## src/adc_capture_pkg.sv

```systemverilog
`default_nettype none

package adc_capture_pkg;

  // --------------------------------------------------
  // sample and word geometry
  // --------------------------------------------------

  localparam int SAMPLE_W       = 8;   // one adc sample
  localparam int SLOTS_PER_WORD = 4;   // samples per lane in one word
  localparam int SLOT_W         = 2;   // slot counter width
  localparam int OVR_HALVES     = 2;   // overrange flags per word

  // --------------------------------------------------
  // word fifo
  // --------------------------------------------------

  localparam int FIFO_DEPTH  = 16;     // words held
  localparam int FIFO_ADDR_W = 4;      // pointer width, depth is a power of two

  // one sample of one lane
  typedef logic [SAMPLE_W-1:0] sample_t;

  // four samples of one lane, slot 0 (oldest) in the low byte
  typedef logic [SLOTS_PER_WORD*SAMPLE_W-1:0] lane_group_t;

  // sync pin per slot, slot 0 in bit 0
  typedef logic [SLOTS_PER_WORD-1:0] sync_slots_t;

  // bit 0 covers slots 0/1, bit 1 covers slots 2/3
  typedef logic [OVR_HALVES-1:0] overrange_t;

  typedef logic [SLOT_W-1:0]      slot_idx_t;    // position inside a word
  typedef logic [FIFO_ADDR_W-1:0] fifo_addr_t;   // fifo read/write pointer
  typedef logic [FIFO_ADDR_W:0]   fifo_count_t;  // 0 .. FIFO_DEPTH

  // one cycle of pins, 34 bits
  typedef struct packed {
    sample_t di_d;
    sample_t di;
    sample_t dq_d;
    sample_t dq;
    logic    sync;
    logic    overrange;
  } adc_pins_s;

  // one output word, 134 bits
  // same bit layout as the old fifo word: sync on top, di_d at the bottom
  typedef struct packed {
    sync_slots_t sync;       // [133:130]
    overrange_t  overrange;  // [129:128]
    lane_group_t dq;         // [127:96]
    lane_group_t dq_d;       // [95:64]
    lane_group_t di;         // [63:32]
    lane_group_t di_d;       // [31:0]
  } adc_word_s;

endpackage

`default_nettype wire
```

## src/adc_capture_top.sv

```systemverilog
`timescale 1ns/10ps
`default_nettype none

// adc capture top
// pins -> input register -> deserializer -> (extra reg) -> word fifo -> user
module adc_capture_top import adc_capture_pkg::*; #(
  parameter int EXTRA_REG = 1  // 1 adds a register before the fifo for timing
) (
  input  wire logic      adc_clk,
  input  wire logic      dcm_reset,
  input  wire logic      ctrl_reset,
  input  wire adc_pins_s pins,
  output logic           adc_rst,
  // user port
  output adc_word_s      user_word,
  output logic           user_valid,
  input  wire logic      user_ready,
  output logic           user_overflow
);

  adc_pins_s pin_sample;  // pins one cycle late
  logic      pin_valid;

  adc_word_s word;        // from the deserializer
  logic      word_valid;

  adc_word_s fifo_word;   // into the fifo
  logic      fifo_valid;

  // --------------------------------------------------
  // input register
  // --------------------------------------------------

  always_ff @(posedge adc_clk) begin
    pin_sample <= pins;  // every cycle
  end

  // first sample after reset is slot 0
  always_ff @(posedge adc_clk) begin
    if (dcm_reset) begin
      pin_valid <= 1'b0;
    end else begin
      pin_valid <= 1'b1;
    end
  end

  adc_lane_deserializer adc_lane_deserializer_i (
    .adc_clk    (adc_clk),
    .dcm_reset  (dcm_reset),
    .pin_sample (pin_sample),
    .pin_valid  (pin_valid),
    .word       (word),
    .word_valid (word_valid)
  );

  // --------------------------------------------------
  // optional register stage
  // --------------------------------------------------

  if (EXTRA_REG != 0) begin : g_extra_reg
    always_ff @(posedge adc_clk) begin
      fifo_word <= word;  // payload
      if (dcm_reset) begin
        fifo_valid <= 1'b0;
      end else begin
        fifo_valid <= word_valid;
      end
    end
  end else begin : g_no_extra_reg
    assign fifo_word  = word;
    assign fifo_valid = word_valid;
  end

  adc_word_fifo adc_word_fifo_i (
    .adc_clk   (adc_clk),
    .dcm_reset (dcm_reset),
    .wr_word   (fifo_word),
    .wr_valid  (fifo_valid),
    .rd_word   (user_word),
    .rd_valid  (user_valid),
    .rd_ready  (user_ready),
    .overflow  (user_overflow)
  );

  assign adc_rst = ctrl_reset;  // adc reset pin straight from control

endmodule

`default_nettype wire

```

## src/adc_word_fifo.sv

```systemverilog
`timescale 1ns/10ps
`default_nettype none

// synchronous word fifo with the head word shown directly on rd_word
// write side has no back-pressure, a full fifo drops and flags overflow
module adc_word_fifo import adc_capture_pkg::*; (
  input  wire logic      adc_clk,
  input  wire logic      dcm_reset,
  // write side, valid only
  input  wire adc_word_s wr_word,
  input  wire logic      wr_valid,
  // read side, valid/ready
  output adc_word_s      rd_word,
  output logic           rd_valid,
  input  wire logic      rd_ready,
  // sticky until reset
  output logic           overflow
);

  localparam fifo_count_t COUNT_FULL = fifo_count_t'(FIFO_DEPTH);

  adc_word_s   mem [FIFO_DEPTH];  // storage, no reset

  fifo_addr_t  wr_ptr;
  fifo_addr_t  rd_ptr;
  fifo_count_t count;             // words stored

  logic empty;
  logic full;
  logic pop;                      // head word taken this edge
  logic push;                     // incoming word stored this edge
  logic drop;                     // incoming word lost

  // --------------------------------------------------
  // flags and handshake
  // --------------------------------------------------

  assign empty = (count == '0);
  assign full  = (count == COUNT_FULL);

  assign pop  = rd_valid & rd_ready;
  assign push = wr_valid & (~full | pop);  // a read frees its place on the same edge
  assign drop = wr_valid & full & ~pop;

  assign rd_valid = ~empty;        // fall-through
  assign rd_word  = mem[rd_ptr];   // head word

  // --------------------------------------------------
  // storage
  // --------------------------------------------------

  always_ff @(posedge adc_clk) begin
    if (push) begin
      mem[wr_ptr] <= wr_word;
    end
  end

  // --------------------------------------------------
  // pointers and fill count
  // --------------------------------------------------

  always_ff @(posedge adc_clk) begin
    if (dcm_reset) begin
      wr_ptr <= '0;
      rd_ptr <= '0;
    end else begin
      if (push) begin
        wr_ptr <= wr_ptr + 1'b1;  // wraps at FIFO_DEPTH
      end
      if (pop) begin
        rd_ptr <= rd_ptr + 1'b1;
      end
    end
  end

  always_ff @(posedge adc_clk) begin
    if (dcm_reset) begin
      count <= '0;
    end else begin
      case ({push, pop})
        2'b10:   count <= count + 1'b1;
        2'b01:   count <= count - 1'b1;
        default: count <= count;  // none, or both on the same edge
      endcase
    end
  end

  // lost words are not counted, only flagged
  always_ff @(posedge adc_clk) begin
    if (dcm_reset) begin
      overflow <= 1'b0;
    end else if (drop) begin
      overflow <= 1'b1;
    end
  end

endmodule

`default_nettype wire

```

## src/adc_lane_deserializer.sv

```systemverilog
`timescale 1ns/10ps
`default_nettype none

// gathers SLOTS_PER_WORD consecutive samples of every lane into one word
// word_valid pulses the cycle after the input held the last slot
module adc_lane_deserializer import adc_capture_pkg::*; (
  input  wire logic      adc_clk,
  input  wire logic      dcm_reset,
  input  wire adc_pins_s pin_sample,  // registered pins
  input  wire logic      pin_valid,   // high from the first sample after reset
  output adc_word_s      word,
  output logic           word_valid
);

  localparam slot_idx_t SLOT_LAST = slot_idx_t'(SLOTS_PER_WORD - 1);

  slot_idx_t slot;        // slot the current pin sample goes into
  adc_word_s hold_word;   // partially filled word
  adc_word_s next_word;   // hold_word with the current sample merged in
  logic      last_slot;   // current sample completes the word
  logic      ovr_half;    // which overrange flag this slot feeds

  // --------------------------------------------------
  // merge helpers
  // --------------------------------------------------

  // drop one sample into its byte of a lane group
  function automatic lane_group_t put_sample(
    lane_group_t group,
    slot_idx_t   slot_idx,
    sample_t     value
  );
    lane_group_t res;
    res = group;
    res[slot_idx*SAMPLE_W +: SAMPLE_W] = value;
    return res;
  endfunction

  assign last_slot = (slot == SLOT_LAST);
  assign ovr_half  = slot[SLOT_W-1];  // top slot bit picks the half

  always_comb begin
    next_word = hold_word;

    // each lane into its slot byte
    next_word.di_d = put_sample(hold_word.di_d, slot, pin_sample.di_d);
    next_word.di   = put_sample(hold_word.di,   slot, pin_sample.di);
    next_word.dq_d = put_sample(hold_word.dq_d, slot, pin_sample.dq_d);
    next_word.dq   = put_sample(hold_word.dq,   slot, pin_sample.dq);

    next_word.sync[slot] = pin_sample.sync;  // every slot overwrites its own bit

    // overrange is sticky within a word
    if (slot == '0) begin
      next_word.overrange = '0;  // fresh word
    end
    next_word.overrange[ovr_half] = next_word.overrange[ovr_half] | pin_sample.overrange;
  end

  // --------------------------------------------------
  // slot counter and word strobe
  // --------------------------------------------------

  always_ff @(posedge adc_clk) begin
    if (dcm_reset) begin
      slot       <= '0;
      word_valid <= 1'b0;
    end else begin
      word_valid <= pin_valid & last_slot;  // one cycle per word
      if (pin_valid) begin
        slot <= slot + 1'b1;  // wraps after the last slot
      end
    end
  end

  // payload, no reset
  always_ff @(posedge adc_clk) begin
    if (pin_valid) begin
      hold_word <= next_word;
    end
  end

  // completed word held until the next one is done
  always_ff @(posedge adc_clk) begin
    if (pin_valid && last_slot) begin
      word <= next_word;
    end
  end

endmodule

`default_nettype wire

```

## config.mk

```make
export PLATFORM = sky130hd
export DESIGN_NAME = adc_capture_top
export DESIGN_NICKNAME = d
export VERILOG_FILES = /design/src/adc_capture_pkg.sv /design/src/adc_capture_top.sv /design/src/adc_word_fifo.sv /design/src/adc_lane_deserializer.sv
export SDC_FILE = /design/constraint.sdc
export NUM_CORES = 2
export LEC_CHECK = 0
export ABC_CLOCK_PERIOD_IN_PS = 19750
export BUFFER_PORTS_ARGS = -buffer_cell sky130_fd_sc_hd__buf_4
export CAP_MARGIN = 20
export CORE_ASPECT_RATIO = 0.7
export CORE_UTILIZATION = 47
export DETAILED_ROUTE_END_ITERATION = 10
export GPL_TIMING_DRIVEN = 0
export PLACE_DENSITY_LB_ADDON = 0.1
export SYNTH_ARGS = -nofsm -noshare
export SYNTH_HDL_FRONTEND = slang
export SYNTH_SLANG_ARGS = --single-unit
```

## constraint.sdc

```tcl
create_clock -name adc_clk -period 19.75 [get_ports adc_clk]
set_input_delay 1.975 -clock adc_clk [delete_from_list [all_inputs] [get_ports adc_clk]]
set_output_delay 1.975 -clock adc_clk [all_outputs]
set_load 0.05 [all_outputs]
```

==> Word level (Yosys, flattened, before mapping) <==
Memory sizes are Yosys's and may differ from the RTL's. A register that Yosys moved wholly into a read port is not among the register bits.
Cells that the tools add are included.
{ "word_totals": {"register_bits": 455, "ramBits": 2144, "word_cells": 87, "memories": 1} }
{ "memory_table": {"columns": ["memory", "depth", "width", "read_ports", "rd_ports_with_merged_regs", "write_ports", "line_no", "rtl"], "rows": [
  ["adc_word_fifo_i.mem", 16, 134, 1, 1, 1, "adc_word_fifo.sv:22", "adc_word_s mem [FIFO_DEPTH];"]
]} }
{ "op_classes": {"addsub": 6, "order_cmp": 4, "n_eq_ne": 4, "shifts": 5, "muxes": 19, "bitwise_logic": 10, "reduce_logical": 6} }
{ "ops": {"columns": ["cell", "n"], "rows": [
  ["$shiftx 8x34->32", 4],
  ["$bwmux 32", 4],
  ["$neg 5->34", 1],
  ["$shift 8x34->32 const A", 1],
  ["$pmux 5 s2", 1],
  ["$add 4x1->4 const B", 2],
  ["$mux 4", 2],
  ["$mux 1", 7],
  ["$add 5x1->5 const B", 1],
  ["$and 1x1->1", 5],
  ["$eq 5x5->1 const B", 1],
  ["$logic_not 5->1", 1],
  ["$sub 5x1->5 const B", 1],
  ["$bwmux 4", 1],
  ["$eq 2x2->1 const B", 2],
  ["$logic_and 1x1->1", 3],
  ["$lt 2x3->1 const B", 1],
  ["$not 1->1", 3],
  ["$add 2x1->2 const B", 1],
  ["$bwmux 2", 1],
  ["$demux 1 s2", 1],
  ["$eq 2x1->1 const B", 1],
  ["$ge 2x1->1 const B", 1],
  ["$logic_not 2->1", 1],
  ["6 further kinds", 7]
]} }

==> Logic depth before layout (Yosys ltp) <==
{ "depth": {"ltp_word": 7, "mapped_depth": 12, "depth_no_buf": 11} }

==> Cells and area by module <==
From an unflattened synthesis, not the netlist that was laid out.
{ "hier_totals": {"hier_cells": 4103, "area_unflattened_um2": 94182.8} }
{ "modules_own_cells": {"columns": ["mod", "n_inst", "cells_per_inst", "area_each_um2"], "rows": [
  ["adc_word_fifo", 1, 3398, 80701.1],
  ["adc_lane_deserializer", 1, 532, 10060.9],
  ["adc_capture_top", 1, 173, 3420.8]
]} }

==> Worst setup path before layout <==
Ideal clock, no wire load.
{ "synth_timing": {"kind": "flip-flop to flip-flop", "start": "reg pin_valid", "end": "reg, netlist name adc_lane_deserializer_i.word[0]", "setup_ps": 509, "arrival_ps": 6656, "t_required_ps": 19241, "path_slack_ps": 12585, "stages_incl_launch_ff": 2, "path_buffers": 0, "period_less_slack_ps": 7165, "path_cell_list": "dfxtp_1 and2_1"} }
{ "synth_via": {"elab_chain_len": 1} }
{ "synth_lines": {"columns": ["element", "line_no", "rtl"], "rows": [
  ["from (decl)", "adc_capture_top.sv:22", "logic pin_valid;"],
  ["from (signal assigned)", "adc_capture_top.sv:41", "pin_valid <= 1'b0;"],
  ["from (signal assigned)", "adc_capture_top.sv:43", "pin_valid <= 1'b1;"],
  ["$logic_and 1x1->1", "adc_lane_deserializer.sv:85", "if (pin_valid && last_slot) begin"]
]} }
No other way between the ends.
A chain may end at the register's enable or synchronous reset.

==> reports/results.txt <==
Status = complete, no violations
First-pass GRT wire length = 345,000 um
Initial core utilization = 47.30%
IO Pins = 175
Layout cells sized above 1 = 25.61%
Pwr dens = 120.5 nW/um^2
Most frequent cells in the layout = 2,412 x edfxtp_1, 536 x mux4_2, 245 x clkbuf_16
Fin. Hold Viols = 0
Post-synth EDFFs = 2,412
Multi-input logic area = 16,620 sq um
Fillers = 15,020
Hold Buf Count CTS = 0
Gp weighted congestion = 0.7538
Area of the core = 199,400 sq um
Final #Nets = 4,826
Congestion Overflow GR = 0
Max IR drop VDD = 0.00009015 V
Via density = 5.919
Worst-Margin Slew = 1.171 ns
Peak Freq = 154.4 MHz
Max-cap violations = 0
Final Core Density = 54.64%
FF+latch area = 76,260 sq um
DR vias = 45,080
GRT Total Usage = 24.71%
Num CTS Buffers = 242
1st-pass router iterations = 5
Die H = 376.8 um
Total wire length = 248,100 um
Cell variety after synth = 51
Lkg Pwr = 34.74 nW
Cts repair resizes = 0
Mean area per synthesized cell = 22.05 sq um
Initial DRC Count = 5,842
Worst Skew = 0.05059 ns
Syn Std Cell Area = 94,300 sq um
Hold wc startpoint = adc_lane_deserializer_i.word[87]$_DFFE_PP_
P&R area growth vs syn = 15.53%
CTS tree = yes
CP required = 17.77 ns
Clock sink total = 2,603
Tmin final = 6.479 ns
Max-slew headroom = 21.96%
Largest net degree at the start of global routing = 53
Reg2reg start = adc_lane_deserializer_i.slot[0]$_SDFFE_PP0P_
Root Driver = clkbuf_16
Setup-failing EPs final = 0
Syn Inst Count = 4,277
Die width = 537.4 um
Most common cell after layout, fill and taps aside = edfxtp_1
Port bufs = 173
CP endpoint kind = output pin
Startpoint Class = flip-flop
Top FF cell, synth = edfxtp_1
Die footprint = 202,500 sq um
Htree depth = 4
TNS Setup = 0 ns
Wire per inst = 32.57 um
Clk pin slew, worst setup/hold paths = 0.07 ns
Placed cells = 7,167
DP Wirelength = 150,800 um
Worst-path maximum fanout = 10
Final period util = 32.80%
Fraction of registers with async set/reset = 0%
DRC = 0
Syn. warnings = 0
FF+latch count, synth = 2,603
Row cnt = 137
Seq/Total Area, Yosys = 80.87%
CP Class = flip-flop to output pin
RSZ-0062 raised after global routing = no
Vias in the first global route = 44,080
Final Max Slew Viols = 0
Worst min-delay path class = flip-flop to flip-flop
Final Non-Filler Cells = 7,617
Initial antenna violation count = 13
Setup bufs post-CTS = 0
Clk buf depth = 4
Skew-Pair Late Insertion Delay = 0.88 ns
Synth Net Count = 4,331
Antenna Nets Post-Route = 0
Critical Path AT = 4.50 ns
metrics by stage:
step | hold slack, ns | power (mW) | area, sq um | setup slack, ns
6_report | 0.3284 | 13.13 | 108900 | 13.27
4_1_cts | 0.3261 | 13.24 | 108900 | 13.29
2_1_floorplan | 0.3233 | 7.767 | 94300 | 12.59
3_5_place_dp | 0.3269 | 8.507 | 100800 | 14.23
3_3_place_gp | 0.3243 | 8.496 | 98900 | 7.127
5_1_grt | 0.3392 | 13.53 | 108900 | 13.08
final cells by class:
type / count / share of cell area [%]
inverters: 138 / 0.4778
flip-flops and latches: 2603 / 70.00
multi-input cells: 1325 / 15.25
well taps: 2641 / 3.033
repair buffers: 251 / 2.912
clock buffers: 326 / 6.265
diodes: 2 / 0.004594
clock inverters: 120 / 1.161
plain buffers: 211 / 0.8924
path summary, 6_finish.rpt:
path | end | slack, ns | depth (start not counted)
worst max-delay path | user_word[27] | 13.27 | 7
worst min-delay path | fifo_word[87]$_DFF_P_ | 0.33 | 0
worst max register to register | adc_lane_deserializer_i.word[64]$_DFFE_PP_ | 16.10 | 9
worst min register to register | fifo_word[87]$_DFF_P_ | 0.33 | 0
registers in the layout, indices dropped and copies added, names as in the netlist, named ones only:
signal                              flops
adc_lane_deserializer_i.hold_word     134
adc_lane_deserializer_i.slot            2
adc_lane_deserializer_i.word          134
adc_lane_deserializer_i.word_valid      1
adc_word_fifo_i.count                   5
adc_word_fifo_i.mem                  2144
adc_word_fifo_i.overflow                1
adc_word_fifo_i.rd_ptr                  4
adc_word_fifo_i.wr_ptr                  4
fifo_valid                              1
fifo_word                             134
pin_sample                             34
pin_valid                               1
cell usage after synthesis, types with 29 or more instances:
cell type  instances  area [sq um]
nor2_1            68         255.2
mux4_2           536         12070
edfxtp_1        2412         72430
a22oi_1          160          1201
o22ai_1          111         694.4
clkbuf_1         102         382.9
o21ai_0          115         575.6
nand2_1          213         799.5
dfxtp_1          191          3824
inv_1            137         514.2
buf_1             29         108.9
buf_2             62         310.3
metal layers:
layer	global-route usage (%)	up-vias	wire (um)
li1	-	18630	-
met1	38.11	24340	110300
met2	36.64	1812	112000
met3	4.853	294	20690
met4	5.350	0	5066
met5	0	-	0
cells by family (layout without fill, tap and decap cells):
logic type	after synthesis	after routing	synth area share (%)
flops	2603	2603	80.87
buf+inv	349	1046	1.578
other cells	0	2	0
xor+xnor	8	8	0.07431
mux	545	545	12.90
simple gates	343	343	1.567
compound gates	413	413	2.800
fa+ha+maj	16	16	0.2123
report_power, final:
part / switching (mW) / leakage (nW) / internal, mW
sequential: 0.0429 / 23.4 / 6.02
clock: 2.02 / 4.02 / 2.76
combinational: 1.36 / 7.30 / 0.934
worst max-delay path: stages (launching register included):
cell and delay (ns):
dfxtp_1 0.37, buf_2 0.46, buf_2 0.75, clkbuf_1 0.81, mux4_2 0.41, a22oi_1 0.31
nand2_1 0.24, buf_4 0.25
Power figures use the tool's default switching activity.
